<file path="src/rtl/mips_isa_pkg.sv">
// mips instruction set encodings, field positions and field types
`default_nettype none

package mips_isa_pkg;

    typedef logic [31:0] word_t;
    typedef logic [4:0]  reg_addr_t;
    typedef logic [15:0] imm16_t;
    typedef logic [4:0]  shamt_t;
    typedef logic [5:0]  opcode_t;
    typedef logic [5:0]  funct_t;
    typedef logic [25:0] jidx_t;      // j/jal word index

    // lsb of each instruction field
    localparam int op_lsb = 26;
    localparam int rs_lsb = 21;
    localparam int rt_lsb = 16;
    localparam int rd_lsb = 11;
    localparam int sa_lsb = 6;

    localparam opcode_t op_special = 6'b000000;
    localparam opcode_t op_regimm  = 6'b000001;
    localparam opcode_t op_j       = 6'b000010;
    localparam opcode_t op_jal     = 6'b000011;
    localparam opcode_t op_beq     = 6'b000100;
    localparam opcode_t op_bne     = 6'b000101;
    localparam opcode_t op_blez    = 6'b000110;
    localparam opcode_t op_bgtz    = 6'b000111;
    localparam opcode_t op_addi    = 6'b001000;
    localparam opcode_t op_addiu   = 6'b001001;
    localparam opcode_t op_slti    = 6'b001010;
    localparam opcode_t op_sltiu   = 6'b001011;
    localparam opcode_t op_andi    = 6'b001100;
    localparam opcode_t op_ori     = 6'b001101;
    localparam opcode_t op_xori    = 6'b001110;
    localparam opcode_t op_lui     = 6'b001111;
    localparam opcode_t op_lw      = 6'b100011;
    localparam opcode_t op_sw      = 6'b101011;

    localparam funct_t fn_sll  = 6'b000000;
    localparam funct_t fn_srl  = 6'b000010;
    localparam funct_t fn_sra  = 6'b000011;
    localparam funct_t fn_jr   = 6'b001000;
    localparam funct_t fn_jalr = 6'b001001;
    localparam funct_t fn_add  = 6'b100000;
    localparam funct_t fn_addu = 6'b100001;
    localparam funct_t fn_sub  = 6'b100010;
    localparam funct_t fn_subu = 6'b100011;
    localparam funct_t fn_and  = 6'b100100;
    localparam funct_t fn_or   = 6'b100101;
    localparam funct_t fn_xor  = 6'b100110;
    localparam funct_t fn_slt  = 6'b101010;

    localparam reg_addr_t regimm_bltz   = 5'b00000;  // rt field of regimm group
    localparam reg_addr_t regimm_bgezal = 5'b10001;

    localparam reg_addr_t link_reg = 5'd31;
    localparam word_t     pc_step  = 32'd4;

endpackage

`default_nettype wire

</file>
<file path="src/rtl/decode_pkg.sv">
// decode stage control types, operand selectors and forwarding source record
`default_nettype none

package decode_pkg;

    typedef logic [5:0] alu_op_t;

    localparam alu_op_t alu_nop     = 6'd0;
    localparam alu_op_t alu_add     = 6'd1;
    localparam alu_op_t alu_sub     = 6'd2;
    localparam alu_op_t alu_and     = 6'd3;
    localparam alu_op_t alu_or      = 6'd4;
    localparam alu_op_t alu_xor     = 6'd5;
    localparam alu_op_t alu_sll     = 6'd6;
    localparam alu_op_t alu_srl     = 6'd7;
    localparam alu_op_t alu_sra     = 6'd8;
    localparam alu_op_t alu_slt     = 6'd9;
    localparam alu_op_t alu_sltu    = 6'd10;
    localparam alu_op_t alu_lui     = 6'd11;
    localparam alu_op_t alu_lw      = 6'd12;
    localparam alu_op_t alu_sw      = 6'd13;
    localparam alu_op_t alu_beq     = 6'd14;
    localparam alu_op_t alu_bne     = 6'd15;
    localparam alu_op_t alu_blez    = 6'd16;
    localparam alu_op_t alu_bgtz    = 6'd17;
    localparam alu_op_t alu_bltz    = 6'd18;
    localparam alu_op_t alu_bgezal  = 6'd19;
    localparam alu_op_t alu_j       = 6'd20;
    localparam alu_op_t alu_jal     = 6'd21;
    localparam alu_op_t alu_jr      = 6'd22;
    localparam alu_op_t alu_jalr    = 6'd23;
    localparam alu_op_t alu_unknown = 6'd63;

    typedef logic [2:0] op1_sel_t;

    localparam op1_sel_t op1_none = 3'd0;
    localparam op1_sel_t op1_rs   = 3'd1;
    localparam op1_sel_t op1_sa   = 3'd2;  // shift amount
    localparam op1_sel_t op1_lui  = 3'd3;
    localparam op1_sel_t op1_pc   = 3'd4;

    typedef logic [2:0] op2_sel_t;

    localparam op2_sel_t op2_none = 3'd0;
    localparam op2_sel_t op2_rt   = 3'd1;
    localparam op2_sel_t op2_ims  = 3'd2;  // sign extended imm
    localparam op2_sel_t op2_imz  = 3'd3;  // zero extended imm
    localparam op2_sel_t op2_four = 3'd4;

    typedef logic [3:0] byte_mask_t;

    localparam byte_mask_t mask_none = 4'b0000;
    localparam byte_mask_t mask_word = 4'b1111;

    typedef struct packed {
        alu_op_t                 alu_op;
        op1_sel_t                op1_sel;
        op2_sel_t                op2_sel;
        logic                    mem_wr;
        logic                    mem_rd;
        byte_mask_t              w_mask;
        byte_mask_t              r_mask;
        logic                    reg_wr;
        mips_isa_pkg::reg_addr_t reg_dst;
    } exe_ctrl_t;

    // bubble seen by execute
    localparam exe_ctrl_t ctrl_idle = '{
        alu_op:  alu_nop,
        op1_sel: op1_none,
        op2_sel: op2_none,
        mem_wr:  1'b0,
        mem_rd:  1'b0,
        w_mask:  mask_none,
        r_mask:  mask_none,
        reg_wr:  1'b0,
        reg_dst: '0
    };

    typedef struct packed {
        logic                    wr;
        mips_isa_pkg::reg_addr_t addr;
        mips_isa_pkg::word_t     data;
    } bypass_t;

endpackage

`default_nettype wire

</file>
<file path="src/rtl/if_id_reg.sv">
// fetch to decode pipeline register with instruction valid flag
`timescale 1ns/10ps
`default_nettype none

module if_id_reg (
    input  logic                clk,
    input  logic                rst,
    input  mips_isa_pkg::word_t pc,
    input  mips_isa_pkg::word_t inst,
    output mips_isa_pkg::word_t id_pc,
    output mips_isa_pkg::word_t id_inst,
    output logic                id_valid
);

    always_ff @(posedge clk or posedge rst) begin
        if (rst) begin
            id_pc    <= '0;
            id_inst  <= '0;
            id_valid <= 1'b0;
        end else begin
            id_pc    <= pc;
            id_inst  <= inst;
            id_valid <= 1'b1;  // first capture opens the stage
        end
    end

    // nothing may look valid in the cycle after a reset edge
    assert property (@(posedge clk) rst |=> !id_valid)
        else $error("id_valid raised during reset");

endmodule

`default_nettype wire

</file>
<file path="src/rtl/inst_decoder.sv">
// instruction decoder producing execute controls and the destination register
`timescale 1ns/10ps
`default_nettype none

module inst_decoder (
    input  mips_isa_pkg::word_t   id_inst,
    input  logic                  id_valid,
    output decode_pkg::exe_ctrl_t ctrl
);

    import mips_isa_pkg::*;
    import decode_pkg::*;

    opcode_t   opcode;
    funct_t    funct;
    reg_addr_t rs;
    reg_addr_t rt;
    reg_addr_t rd;
    shamt_t    sa;
    exe_ctrl_t dec;

    assign opcode = id_inst[op_lsb +: $bits(opcode_t)];
    assign funct  = id_inst[$bits(funct_t)-1:0];
    assign rs     = id_inst[rs_lsb +: $bits(reg_addr_t)];
    assign rt     = id_inst[rt_lsb +: $bits(reg_addr_t)];
    assign rd     = id_inst[rd_lsb +: $bits(reg_addr_t)];
    assign sa     = id_inst[sa_lsb +: $bits(shamt_t)];

    always_comb begin
        // i-type defaults, overridden per group
        dec         = ctrl_idle;
        dec.alu_op  = alu_unknown;
        dec.op1_sel = op1_rs;
        dec.op2_sel = op2_ims;
        dec.reg_wr  = 1'b1;
        dec.reg_dst = rt;
        case (opcode)
            op_special: begin
                dec.op2_sel = op2_rt;
                dec.reg_dst = rd;
                case (funct)
                    fn_add, fn_addu: if (sa == '0) dec.alu_op = alu_add;
                    fn_sub, fn_subu: if (sa == '0) dec.alu_op = alu_sub;
                    fn_and:          if (sa == '0) dec.alu_op = alu_and;
                    fn_or:           if (sa == '0) dec.alu_op = alu_or;
                    fn_xor:          if (sa == '0) dec.alu_op = alu_xor;
                    fn_slt:          if (sa == '0) dec.alu_op = alu_slt;
                    fn_sll:          if (rs == '0) dec.alu_op = alu_sll;
                    fn_srl:          if (rs == '0) dec.alu_op = alu_srl;
                    fn_sra:          if (rs == '0) dec.alu_op = alu_sra;
                    fn_jr:           if (rt == '0 && rd == '0 && sa == '0) dec.alu_op = alu_jr;
                    fn_jalr:         if (rt == '0 && sa == '0) dec.alu_op = alu_jalr;
                    default: ;
                endcase
                if (funct == fn_sll || funct == fn_srl || funct == fn_sra) begin
                    dec.op1_sel = op1_sa;
                end
                if (funct == fn_jalr) begin
                    dec.op1_sel = op1_pc;  // link value pc + 4
                    dec.op2_sel = op2_four;
                end
                if (funct == fn_jr) begin
                    dec.op1_sel = op1_none;
                    dec.op2_sel = op2_none;
                    dec.reg_wr  = 1'b0;
                end
            end
            op_addi, op_addiu: dec.alu_op = alu_add;
            op_slti:           dec.alu_op = alu_slt;
            op_sltiu:          dec.alu_op = alu_sltu;
            op_andi: begin
                dec.alu_op  = alu_and;
                dec.op2_sel = op2_imz;
            end
            op_ori: begin
                dec.alu_op  = alu_or;
                dec.op2_sel = op2_imz;
            end
            op_xori: begin
                dec.alu_op  = alu_xor;
                dec.op2_sel = op2_imz;
            end
            op_lui: begin
                if (rs == '0) dec.alu_op = alu_lui;
                dec.op1_sel = op1_lui;
                dec.op2_sel = op2_none;
            end
            op_lw: begin
                dec.alu_op = alu_lw;
                dec.mem_rd = 1'b1;
                dec.r_mask = mask_word;
            end
            op_sw: begin
                dec.alu_op = alu_sw;
                dec.mem_wr = 1'b1;
                dec.w_mask = mask_word;
                dec.reg_wr = 1'b0;
            end
            op_beq, op_bne, op_blez, op_bgtz, op_j: begin
                case (opcode)
                    op_beq:  dec.alu_op = alu_beq;
                    op_bne:  dec.alu_op = alu_bne;
                    op_blez: if (rt == '0) dec.alu_op = alu_blez;
                    op_bgtz: if (rt == '0) dec.alu_op = alu_bgtz;
                    default: dec.alu_op = alu_j;
                endcase
                dec.op1_sel = op1_none;
                dec.op2_sel = op2_none;
                dec.reg_wr  = 1'b0;
            end
            op_regimm: begin
                dec.op1_sel = op1_none;
                dec.op2_sel = op2_none;
                dec.reg_wr  = 1'b0;
                if (rt == regimm_bltz) dec.alu_op = alu_bltz;
                if (rt == regimm_bgezal) begin
                    dec.alu_op  = alu_bgezal;
                    dec.op1_sel = op1_pc;
                    dec.op2_sel = op2_four;
                    dec.reg_wr  = 1'b1;
                    dec.reg_dst = link_reg;
                end
            end
            op_jal: begin
                dec.alu_op  = alu_jal;
                dec.op1_sel = op1_pc;
                dec.op2_sel = op2_four;
                dec.reg_dst = link_reg;
            end
            default: ;
        endcase
        if (dec.alu_op == alu_unknown) begin
            dec        = ctrl_idle;  // no write, no memory access
            dec.alu_op = alu_unknown;
        end
    end

    assign ctrl = id_valid ? dec : ctrl_idle;

    assert final (!(ctrl.mem_wr && ctrl.mem_rd))
        else $error("load and store strobes both set");

endmodule

`default_nettype wire

</file>
<file path="src/rtl/operand_bypass.sv">
// priority forwarding of pending later-stage writes for one register read port
`timescale 1ns/10ps
`default_nettype none

module operand_bypass #(
    parameter int n_bypass = 3
) (
    input  mips_isa_pkg::reg_addr_t            src_addr,
    input  mips_isa_pkg::word_t                rf_data,
    input  decode_pkg::bypass_t [n_bypass-1:0] bypass,
    output mips_isa_pkg::word_t                val
);

    // walk from the oldest stage so the youngest match lands last
    always_comb begin
        val = rf_data;
        for (int i = n_bypass - 1; i >= 0; i--) begin
            if (bypass[i].wr && bypass[i].addr == src_addr) begin
                val = bypass[i].data;
            end
        end
    end

endmodule

`default_nettype wire

</file>
<file path="src/rtl/operand_select.sv">
// execute operand muxes with immediate extension and store data
`timescale 1ns/10ps
`default_nettype none

module operand_select (
    input  decode_pkg::exe_ctrl_t ctrl,
    input  mips_isa_pkg::word_t   id_inst,
    input  mips_isa_pkg::word_t   id_pc,
    input  mips_isa_pkg::word_t   rs_val,
    input  mips_isa_pkg::word_t   rt_val,
    output mips_isa_pkg::word_t   op_a,
    output mips_isa_pkg::word_t   op_b,
    output mips_isa_pkg::word_t   store_data
);

    import mips_isa_pkg::*;
    import decode_pkg::*;

    imm16_t imm;
    shamt_t sa;

    assign imm = id_inst[$bits(imm16_t)-1:0];
    assign sa  = id_inst[sa_lsb +: $bits(shamt_t)];

    always_comb begin
        case (ctrl.op1_sel)
            op1_rs:  op_a = rs_val;
            op1_sa:  op_a = word_t'(sa);
            op1_lui: op_a = {imm, 16'h0000};  // imm into upper half
            op1_pc:  op_a = id_pc;
            default: op_a = '0;
        endcase
    end

    always_comb begin
        case (ctrl.op2_sel)
            op2_rt:   op_b = rt_val;
            op2_ims:  op_b = {{16{imm[15]}}, imm};
            op2_imz:  op_b = {16'h0000, imm};
            op2_four: op_b = pc_step;  // link adds to pc
            default:  op_b = '0;
        endcase
    end

    assign store_data = rt_val;

endmodule

`default_nettype wire

</file>
<file path="src/rtl/branch_unit.sv">
// branch condition evaluation and jump and branch target generation
`timescale 1ns/10ps
`default_nettype none

module branch_unit (
    input  decode_pkg::alu_op_t alu_op,
    input  mips_isa_pkg::word_t id_inst,
    input  mips_isa_pkg::word_t id_pc,
    input  mips_isa_pkg::word_t rs_val,
    input  mips_isa_pkg::word_t rt_val,
    output logic                jump_en,
    output mips_isa_pkg::word_t jump_addr
);

    import mips_isa_pkg::*;
    import decode_pkg::*;

    word_t  pc_plus_4;
    word_t  br_target;
    word_t  j_target;
    imm16_t offset;
    jidx_t  index;
    logic   rs_neg;
    logic   rs_zero;

    assign offset    = id_inst[$bits(imm16_t)-1:0];
    assign index     = id_inst[$bits(jidx_t)-1:0];
    assign pc_plus_4 = id_pc + pc_step;
    assign br_target = pc_plus_4 + {{14{offset[15]}}, offset, 2'b00};
    assign j_target  = {pc_plus_4[31:28], index, 2'b00};  // stays in the 256 MB region
    assign rs_neg    = rs_val[31];
    assign rs_zero   = (rs_val == '0);

    always_comb begin
        case (alu_op)
            alu_beq:    jump_en = (rs_val == rt_val);
            alu_bne:    jump_en = (rs_val != rt_val);
            alu_blez:   jump_en = rs_neg || rs_zero;
            alu_bgtz:   jump_en = !rs_neg && !rs_zero;
            alu_bltz:   jump_en = rs_neg;
            alu_bgezal: jump_en = !rs_neg;
            alu_j, alu_jal, alu_jr, alu_jalr: jump_en = 1'b1;
            default:    jump_en = 1'b0;
        endcase
    end

    always_comb begin
        case (alu_op)
            alu_beq, alu_bne, alu_blez, alu_bgtz, alu_bltz, alu_bgezal: jump_addr = br_target;
            alu_j, alu_jal:   jump_addr = j_target;
            alu_jr, alu_jalr: jump_addr = rs_val;
            default:          jump_addr = '0;
        endcase
    end

    assert final (!jump_en || jump_addr[1:0] == 2'b00)
        else $error("jump target 0x%08h not word aligned", jump_addr);

endmodule

`default_nettype wire

</file>
<file path="src/rtl/idu_top.sv">
// instruction decode stage with operand forwarding and branch resolution
`timescale 1ns/10ps
`default_nettype none

module idu_top #(
    parameter int n_bypass = 3
) (
    input  logic                               clk,
    input  logic                               rst,
    input  mips_isa_pkg::word_t                pc,
    input  mips_isa_pkg::word_t                inst,
    input  mips_isa_pkg::word_t                rs_data,
    input  mips_isa_pkg::word_t                rt_data,
    input  decode_pkg::bypass_t [n_bypass-1:0] bypass,  // 0 execute, 1 memory, 2 writeback
    output mips_isa_pkg::reg_addr_t            rs_addr,
    output mips_isa_pkg::reg_addr_t            rt_addr,
    output decode_pkg::exe_ctrl_t              ctrl,
    output mips_isa_pkg::word_t                op_a,
    output mips_isa_pkg::word_t                op_b,
    output mips_isa_pkg::word_t                store_data,
    output logic                               jump_en,
    output mips_isa_pkg::word_t                jump_addr
);

    import mips_isa_pkg::*;

    word_t id_pc;
    word_t id_inst;
    logic  id_valid;
    word_t rs_val;
    word_t rt_val;

    assign rs_addr = id_inst[rs_lsb +: $bits(reg_addr_t)];
    assign rt_addr = id_inst[rt_lsb +: $bits(reg_addr_t)];

    if_id_reg u_if_id_reg (
        .clk      (clk),
        .rst      (rst),
        .pc       (pc),
        .inst     (inst),
        .id_pc    (id_pc),
        .id_inst  (id_inst),
        .id_valid (id_valid)
    );

    inst_decoder u_inst_decoder (
        .id_inst  (id_inst),
        .id_valid (id_valid),
        .ctrl     (ctrl)
    );

    operand_bypass #(.n_bypass(n_bypass)) u_rs_bypass (
        .src_addr (rs_addr),
        .rf_data  (rs_data),
        .bypass   (bypass),
        .val      (rs_val)
    );

    operand_bypass #(.n_bypass(n_bypass)) u_rt_bypass (
        .src_addr (rt_addr),
        .rf_data  (rt_data),
        .bypass   (bypass),
        .val      (rt_val)
    );

    operand_select u_operand_select (
        .ctrl       (ctrl),
        .id_inst    (id_inst),
        .id_pc      (id_pc),
        .rs_val     (rs_val),
        .rt_val     (rt_val),
        .op_a       (op_a),
        .op_b       (op_b),
        .store_data (store_data)
    );

    branch_unit u_branch_unit (
        .alu_op    (ctrl.alu_op),
        .id_inst   (id_inst),
        .id_pc     (id_pc),
        .rs_val    (rs_val),
        .rt_val    (rt_val),
        .jump_en   (jump_en),
        .jump_addr (jump_addr)
    );

endmodule

`default_nettype wire

</file>
<file path="config.mk">
export PLATFORM = sky130hd
export DESIGN_NAME = idu_top
export DESIGN_NICKNAME = d
export VERILOG_FILES = /design/src/rtl/mips_isa_pkg.sv /design/src/rtl/decode_pkg.sv /design/src/rtl/if_id_reg.sv /design/src/rtl/inst_decoder.sv /design/src/rtl/operand_bypass.sv /design/src/rtl/operand_select.sv /design/src/rtl/branch_unit.sv /design/src/rtl/idu_top.sv
export SDC_FILE = /design/constraint.sdc
export NUM_CORES = 1
export LEC_CHECK = 0
export BUFFER_PORTS_ARGS = -buffer_cell sky130_fd_sc_hd__clkbuf_2
export CAP_MARGIN = 40
export CORE_AREA = 2 2 124 216
export CTS_CLUSTER_SIZE = 40
export DETAILED_ROUTE_END_ITERATION = 8
export DIE_AREA = 0 0 126 218
export MAX_ROUTING_LAYER = met4
export PLACE_DENSITY = 0.76
export SYNTH_ARGS = -nofsm -noshare
export SYNTH_HDL_FRONTEND = slang
export SYNTH_SLANG_ARGS = --single-unit
</file>
<file path="constraint.sdc">
create_clock -name clk -period 7.62 [get_ports clk]
set_input_delay 0.381 -clock clk [delete_from_list [all_inputs] [get_ports clk]]
set_output_delay 0.381 -clock clk [all_outputs]
set_load 0.005 [all_outputs]
</file>
Yosys cells after proc, flatten, opt, wreduce, memory -nomap -nowiden. Index checks and enable logic that the tools add are counted.

Register bits after elaboration: 65. Output and inout bits: 167. Word-level logic and storage cells: 139.

Add/subtract/negate cells: 2. Equal/unequal tests: 57. Muxes and demuxes: 44. Reduce and logical (&&, ||, !) cells: 33.

Operator list (count): 32-bit case mux with 4 select lines (2); 32-bit two-way mux (6); 6-bit two-way mux (18); 32-bit case mux with 3 select lines (1); 6-bit case mux with 13 select lines (1); 6-bit by 4-bit equality test with 1-bit output, second input constant (12); 6-bit equality test, second input constant (11); 6-bit case mux with 11 select lines (1); 28-bit two-way mux (2); 6-bit by 5-bit equality test with 1-bit output, second input constant (8); 32-bit by 3-bit adder with 32-bit output, second input constant (1); 32-bit adder (1); 32-bit equality test (1); 32-bit logical NOT (1); 32-bit inequality test (1); 5-bit equality test (6); 3-bit case mux with 5 select lines (2); 6-bit by 2-bit equality test with 1-bit output, second input constant (4); 6-bit by 3-bit equality test with 1-bit output, second input constant (4); 6-bit case mux with 4 select lines (1); 5-bit logical NOT (4); 6-bit OR reduction (3); 5-bit case mux with 3 select lines (1); 3-bit by 2-bit equality test with 1-bit output, second input constant (4); 18 further kinds (40).

Logic depth before layout (Yosys ltp). Gate-level depths: netlist (run 1).

Word-level depth: 12. Mapped depth: 17. Gate-level depth less buffers: 16.

Modules after synthesis. Synthesis (run 1) repeated with hierarchy kept, for this count alone.

Cell total of the unflattened synthesis: 1296. Area total of the unflattened synthesis: 10134.7 µm².

Modules (own cells, without submodules): branch_unit (instances 1, cells an instance 472, area each 3296.9 µm², sequential area each 0.0 µm²); operand_bypass (instances 2, cells an instance 165, area each 1173.6 µm², sequential area each 0.0 µm²); if_id_reg (instances 1, cells an instance 67, area each 1634.1 µm², sequential area each 1626.6 µm²); operand_select (instances 1, cells an instance 225, area each 1575.3 µm², sequential area each 0.0 µm²); inst_decoder (instances 1, cells an instance 202, area each 1281.2 µm², sequential area each 0.0 µm²).

Worst setup path after synthesis (run 1). No wires, ideal clock.

Path kind: flip-flop to output port. Start point: reg u_if_id_reg.id_pc[9]. End point: out jump_addr[31]. Arrival: 3.656 ns. Data required time: 7.239 ns. Setup slack: 3.583 ns. Stages on the path, launching flop included: 18. Path buffers: 1. Cells stage by stage: dfrtp_1 > and4_1 > nand4_1 > nor3_1 > nand3_1 > xnor2_1 > ha_1 > clkbuf_1 > a21o_1 > a221oi_1 > o21a_1 > o21ai_0 > a31o_2 > a21oi_1 > o21ai_0 > a21oi_1 > nor3_1 > or3b_1.

Longest elaborated chain between the ends: 3.

RTL lines: start: declaration (RTL line if_id_reg.sv:10) `output mips_isa_pkg::word_t id_pc,`; start signal: assignment (RTL line if_id_reg.sv:21) `id_pc <= pc;`; 32-bit by 3-bit adder with 32-bit output (*) (RTL line branch_unit.sv:28) `assign pc_plus_4 = id_pc + pc_step;`; 32-bit adder (RTL line branch_unit.sv:29) `assign br_target = pc_plus_4 + {{14{offset[15]}}, offset, 2'b00};`; 32-bit case mux with 3 select lines (*) (RTL line branch_unit.sv:48) `case (alu_op)`; end: declaration (RTL line idu_top.sv:22) `output mips_isa_pkg::word_t jump_addr`.

Mark *: on every way between the ends. The rest lies on a longest branch, timed or not.

Worst setup path in the final report (run 1).
Start point: reg u_if_id_reg.id_inst[20]. End point: out jump_en.

Longest elaborated chain between the ends: 12. Elaborated cells between the ends (all ways): 40.

RTL lines: start: declaration (RTL line if_id_reg.sv:11) `output mips_isa_pkg::word_t id_inst,`; start signal: assignment (RTL line if_id_reg.sv:22) `id_inst <= inst;`; 5-bit logical NOT; 1-bit logical AND (2 in a row) (RTL line inst_decoder.sv:51) `fn_jr: if (rt == '0 && rd == '0 && sa == '0) dec.alu_op = alu_jr;`; 6-bit two-way mux (RTL line inst_decoder.sv:51); 6-bit case mux with 11 select lines (RTL line inst_decoder.sv:41) `case (funct)`; 6-bit case mux with 13 select lines (RTL line inst_decoder.sv:37) `case (opcode)`; 6-bit equality test (RTL line inst_decoder.sv:132) `if (dec.alu_op == alu_unknown) begin`; 28-bit two-way mux (RTL line inst_decoder.sv:132); 28-bit two-way mux (RTL line inst_decoder.sv:138) `assign ctrl = id_valid ? dec : ctrl_idle;`; 6-bit by 5-bit equality test with 1-bit output (RTL line branch_unit.sv:35) `case (alu_op)`; 4-bit OR reduction (RTL line branch_unit.sv:35); 1-bit case mux with 7 select lines (*) (RTL line branch_unit.sv:35); end: declaration (RTL line idu_top.sv:21) `output logic jump_en,`.

Marked as above.

==> flow_summary.ini, run 1 <==
[detailed_routing]
firstDrtPassIters = 6
wl_per_cell_um = 28.11
viasPerCell = 6.663
drc = 0
antenna_left = 0
wl_mm = 59.21
drt_iter0_drc = 1288
num_vias = 14030

[global_routing]
grtUsageTotal_pct = 42.10
antenna_found_initial = 5
grt_max_degree = 66
grt_pass1_wl_mm = 84.37
grt_pass1_vias = 13520
grt_overflow_total = 0

[logic_synthesis]
yosysSeqAreaShare_pct = 16.06
synthCells = 1465
ys.flop_type = dfrtp_1
synth_edf_count = 0
syn_area_per_cell_sq_um = 6.915
synth_area_sq_um = 10130
ys.warnings.count = 0
synth.net_count = 1740
ys_types = 77
ys_ff_latch = 65
postSynth.asyncResetShare_pct = 100.0

[min_path]
hp-class = input port to async pin

[clock_network]
cts_sinks = 65
cts_buffers = 9
postCtsHoldBufs = 0
htree_levels = 3
cts_buffer_depth = 2
cts_setup_buffers = 0
cts_tree = yes
path_clk_slew_ps = 60
post_cts_resized = 0
cts-root-buf = clkbuf_16

[placed_design]
numPortBuffers = 410
place_congestion = 1.071
dp_hpwl_mm = 47.00

[sta]
period_minus_slack_ps = 5281
timing.fmax_mhz = 189.4
finalSetupViolCount = 0
rsz0062_at_grt = false
whs_ps = 49.12
hold_violations = 0
timing.setup.tns_ps = 0
slew_headroom_pct = 35.60
drv_slew = 0
worstMarginPinSlew_ps = 957.2
fin_crit_sh_pct = 69.30

[final_layout]
synthToLayoutAreaGrowth_pct = 23.69
drive_gt1_share_pct = 28.19
nets = 2051

[worst_setup_path]
cp-end-kind = primary output
crit_required_ps = 7240
path_class = register to primary output
cp_data_arrival_time_ps = 4900
cp_max_fo = 33
critPathLaunchType = register

[die]
initial_utilization_pct = 39.32
core-area_sq_um = 25760
io_pins = 411
die_area_sq_um = 27470
dieWidth_um = 126
die_h_um = 218
rows = 78

[power]
power_density_nw_per_um2 = 127.0
ir_drop_uv = 77.02
power_leakage_uw = 0.005522

[flow_run]
maxCapViolations = 0

[status]
status = completed
layout make-up:
type                       instances  area [sq um]
fill                            2731         13230
multi-input combinational       1221          7755
timing repair buffer             438          2280
sequential                        65          1627
tap                              320         400.4
clock buffer                       9         225.2
inverter                          41         153.9
clock inverter                     7         77.57
antenna                            5         12.51
synth_stat cells, drive strengths merged, types with 15 or more instances:
| library cell | number | share of area, % |
|---|---|---|
| a21o | 22 | 1.6 |
| o21ai | 142 | 7.5 |
| a311oi | 34 | 3.1 |
| a311o | 34 | 3.4 |
| xor2 | 33 | 2.9 |
| and2 | 53 | 3.3 |
| ha | 30 | 3.7 |
| nor2 | 126 | 4.7 |
| a21oi | 95 | 4.8 |
| nand2 | 129 | 4.8 |
| and3 | 17 | 1.0 |
| clkbuf | 93 | 3.4 |
| a32o | 15 | 1.5 |
| nand4 | 33 | 2.0 |
| a211o | 31 | 2.7 |
| buf | 45 | 2.6 |
| xnor2 | 48 | 4.1 |
| nand4b | 33 | 2.9 |
| nand3 | 59 | 2.9 |
| nor3 | 85 | 4.3 |
| o211ai | 34 | 2.5 |
| dfrtp | 65 | 16 |
| o22ai | 28 | 1.7 |
| inv | 41 | 1.5 |
logic make-up (layout without fill, tap and decap cells):
group           count (synthesis)  in the layout  share of synthesized area [%]
flops                          65             65                          16.06
mux                             6              6                         0.6052
compound gates                492            492                          33.32
other cells                     1              6                        0.03702
simple gates                  610            610                          31.47
fa+ha+maj                      31             31                          3.903
xor+xnor                       81             81                          7.003
buf+inv                       179            495                          7.608
state kept, by name, indices dropped and copies added (netlist names):
signal / count
u_if_id_reg.id_inst: 32
u_if_id_reg.id_pc: 32
u_if_id_reg.id_valid: 1
routing by layer:
metal	global-route usage (%)	part of all wire, %	vias to the layer above
li1	-	-	6118
met2	66.99	46	1087
met4	37.77	11	0
met3	8.538	9.7	312
met5	-	0	-
met1	43.57	33	6515
per-stage QoR:
stage	util (%)	cell area (sq um)	instances	worst slack [ps]	total power, uW
after floorplan	-	10130	1465	3583	800.2
after global placement	47.26	12180	2082	2830	1118
after detailed placement	47.41	12220	2085	2869	1122
after CTS	48.59	12520	2101	2446	1564
after global routing	48.64	12530	2106	2273	1644
final	48.64	12530	2106	2339	1592
cell usage in the layout (no fill, tap or decap), types with 6 or more instances in the layout:
cell       Yosys  routed
clkbuf_2       0     410
o21ai_0      131     131
nand2_1      128     128
nor2_1       125     125
a21oi_1       94      94
nor3_1        84      84
dfrtp_1       65      65
nand3_1       59      59
and2_1        53      53
xnor2_1       48      48
inv_1         41      40
a311o_1       34      34
o211ai_1      34      34
nand4_1       33      33
xor2_1        33      33
a311oi_1      33      33
nand4b_1      33      33
a211o_1       31      31
ha_1          30      30
o22ai_1       28      27
buf_4         18      26
a21o_1        22      22
and3_1        17      15
a32o_1        15      15
nor4_1        11      11
nor2b_1       12      10
or2_2         10      10
o21ai_2       10      10
clkbuf_16      0       9
a31oi_1        8       8
or3_1          8       8
nand2b_1       8       8
a22oi_1        6       6
o31ai_1        6       6
critical path: stages, from the launching register on:
cell and delay [ps]:
dfrtp_1 760, xnor2_1 160, nand4_1 120, buf_4 420
or2_2 740, a311oi_1 310, o211a_1 300, or4b_1 560
nor4_1 280, nand4_1 250, mux2i_1 180, o221ai_1 240
clkbuf_2 170
where the power goes:
part | internal [uW] | switching, uW | total (uW)
clock | 257 | 186 | 442
combinational | 274 | 469 | 743
sequential | 362 | 44.3 | 407
worst max-delay path by stage:
stage	to	startpoint
2_1_floorplan	jump_addr[31]	u_if_id_reg.id_pc[9]
3_3_place_gp	jump_en	u_if_id_reg.id_inst[20]
3_5_place_dp	jump_en	u_if_id_reg.id_inst[20]
4_1_cts	jump_en	u_if_id_reg.id_inst[20]
5_1_grt	jump_addr[31]	u_if_id_reg.id_pc[5]
6_report	jump_en	u_if_id_reg.id_inst[20]
No activity file was read; power rests on OpenSTA's default activity.
==> run 2: changes to the inputs <==
==> constraint.sdc (replaced) <==
create_clock -name clk -period 4.9 [get_ports clk]
set_input_delay 0.245 -clock clk [delete_from_list [all_inputs] [get_ports clk]]
set_output_delay 0.245 -clock clk [all_outputs]
set_load 0.005 [all_outputs]
==> run 2 against run 1 <==
Compared with the run above: sequential share of layout area down 0.92 points; first-iteration DRC count up 7.2%; cell count is 4.5% higher; non-clock buffer count is 94 higher; combinational power increased by 66%; critical endpoint unchanged; highest routed layer unchanged.
==> flow_summary.ini, run 2 (synthesis results as in run 1) <==
[power]
power_leakage_uw = 0.005977
ir_drop_uv = 122.0
power_density_nw_per_um2 = 187.4
power_uw = 2528

[placed_design]
dp_hpwl_mm = 46.34
dp_cells = 2123
place_congestion = 1.051
numPortBuffers = 410

[die]
core-area_sq_um = 25760
die_h_um = 218
die_area_sq_um = 27470
io_pins = 411
initial_utilization_pct = 39.32
rows = 78
dieWidth_um = 126

[detailed_routing]
drc = 0
num_vias = 14480
antenna_left = 0
firstDrtPassIters = 7
viasPerCell = 6.580
drt_iter0_drc = 1381
wl_per_cell_um = 26.49
wl_mm = 58.28

[sta]
whs_ps = 5.695
finalSetupViolCount = 0
period_minus_slack_ps = 4750
worstMarginPinSlew_ps = 806.7
slew_headroom_pct = 45.73
timing.fmax_mhz = 210.5
drv_slew = 0
fin_crit_sh_pct = 96.94
hold_violations = 0

[final_layout]
fin_cells = 2200
synthToLayoutAreaGrowth_pct = 33.15
nets = 2145
final_util_pct = 52.36
layout_commonest_cell = clkbuf_2
layout_common_cells = 410 x clkbuf_2, 128 x nand2_1, 128 x o21ai_0, 122 x nor2_1, 94 x a21oi_1
drive_gt1_share_pct = 29.39
top_regs = u_if_id_reg.id_inst (32), u_if_id_reg.id_pc (32), u_if_id_reg.id_valid (1)

[worst_setup_path]
cp_max_fo = 32
critPathLaunchType = register
setup.worst_path.start = u_if_id_reg.id_inst[19]
cp_data_arrival_time_ps = 4500
crit_required_ps = 4660
cp-end-kind = primary output
path_class = register to primary output
cp-endpoint = jump_en

[flow_run]
maxCapViolations = 0

[global_routing]
grtUsageTotal_pct = 41.79
grt_pass1_vias = 14130
grt_max_degree = 63
grt_overflow_total = 0
grt_pass1_wl_mm = 85.01
antenna_found_initial = 5

[clock_network]
htree_levels = 3
cts_buffer_depth = 2
cts_tree = yes
cts_sinks = 65
cts_buffers = 9
cts-root-buf = clkbuf_16
path_clk_slew_ps = 60

[status]
status = completed

[min_path]
hp-class = input port to register
-- run 2: worst min-delay path by stage --
stage	start	to	slack (ps)	cells past startpoint
global route	pc[7]	u_if_id_reg.id_pc[7]	1	1
detailed placement	rst	u_if_id_reg.id_inst[20]	260	3
CTS	inst[11]	u_if_id_reg.id_inst[11]	1	1
finish	pc[7]	u_if_id_reg.id_pc[7]	6	1
global placement	inst[18]	u_if_id_reg.id_inst[18]	350	1
floorplan	inst[0]	u_if_id_reg.id_inst[0]	280	0
-- run 2: metrics by stage --
step	area, sq um	setup WS, ps	setup TNS, ps
after CTS	13420	48.29	0
after global placement	12510	494.2	0
after detailed placement	12560	436.7	0
after floorplan	10130	998.7	0
after global routing	13490	-10.50	-10.50
final	13490	150.0	0
-- run 2: power by group --
group          leakage (uW)  internal, uW  switching [uW]  total [uW]
clock network      0.000153           409             274         683
registers          0.000757           564            55.7         620
logic               0.00507           482             744        1230
total               0.00598          1450            1070        2530
-- run 2: area by class of cell --
type,instances,area [sq um]
antenna,5,12.51
multi-input combinational,1221,7807
clock inverter,6,66.31
tap,320,400.4
sequential,65,1627
fill,2616,12280
clock buffer,10,239.0
timing repair buffer,532,3183
inverter,41,153.9
-- run 2: timing repair --
item	CTS	global route
hold endpoints to repair	68	0
setup endpoints to repair	1	8
pin swaps	0	2
hold buffers	55	0
setup buffers	0	1
resized for setup	1	14
-- run 2: layer usage --
layer	routed length (um)	share of wire, %	vias to the layer above	GRT usage [%]
li1	-	-	6296	-
met1	18680	32	6669	41.99
met2	27670	47	1154	68.69
met3	5736	9.8	358	8.685
met4	6185	11	0	35.75
met5	0	0	-	-
-- run 2: critical path: stages, from the launching register on --
cell and delay [ps]:
dfrtp_1 690, xnor2_1 180, nand4_1 130, or2_2 610, a311oi_1 530, a211oi_1 80, or4b_1 620, nor4_1 340
nand4_1 280, mux2i_1 200, o221ai_1 300, clkbuf_2 180
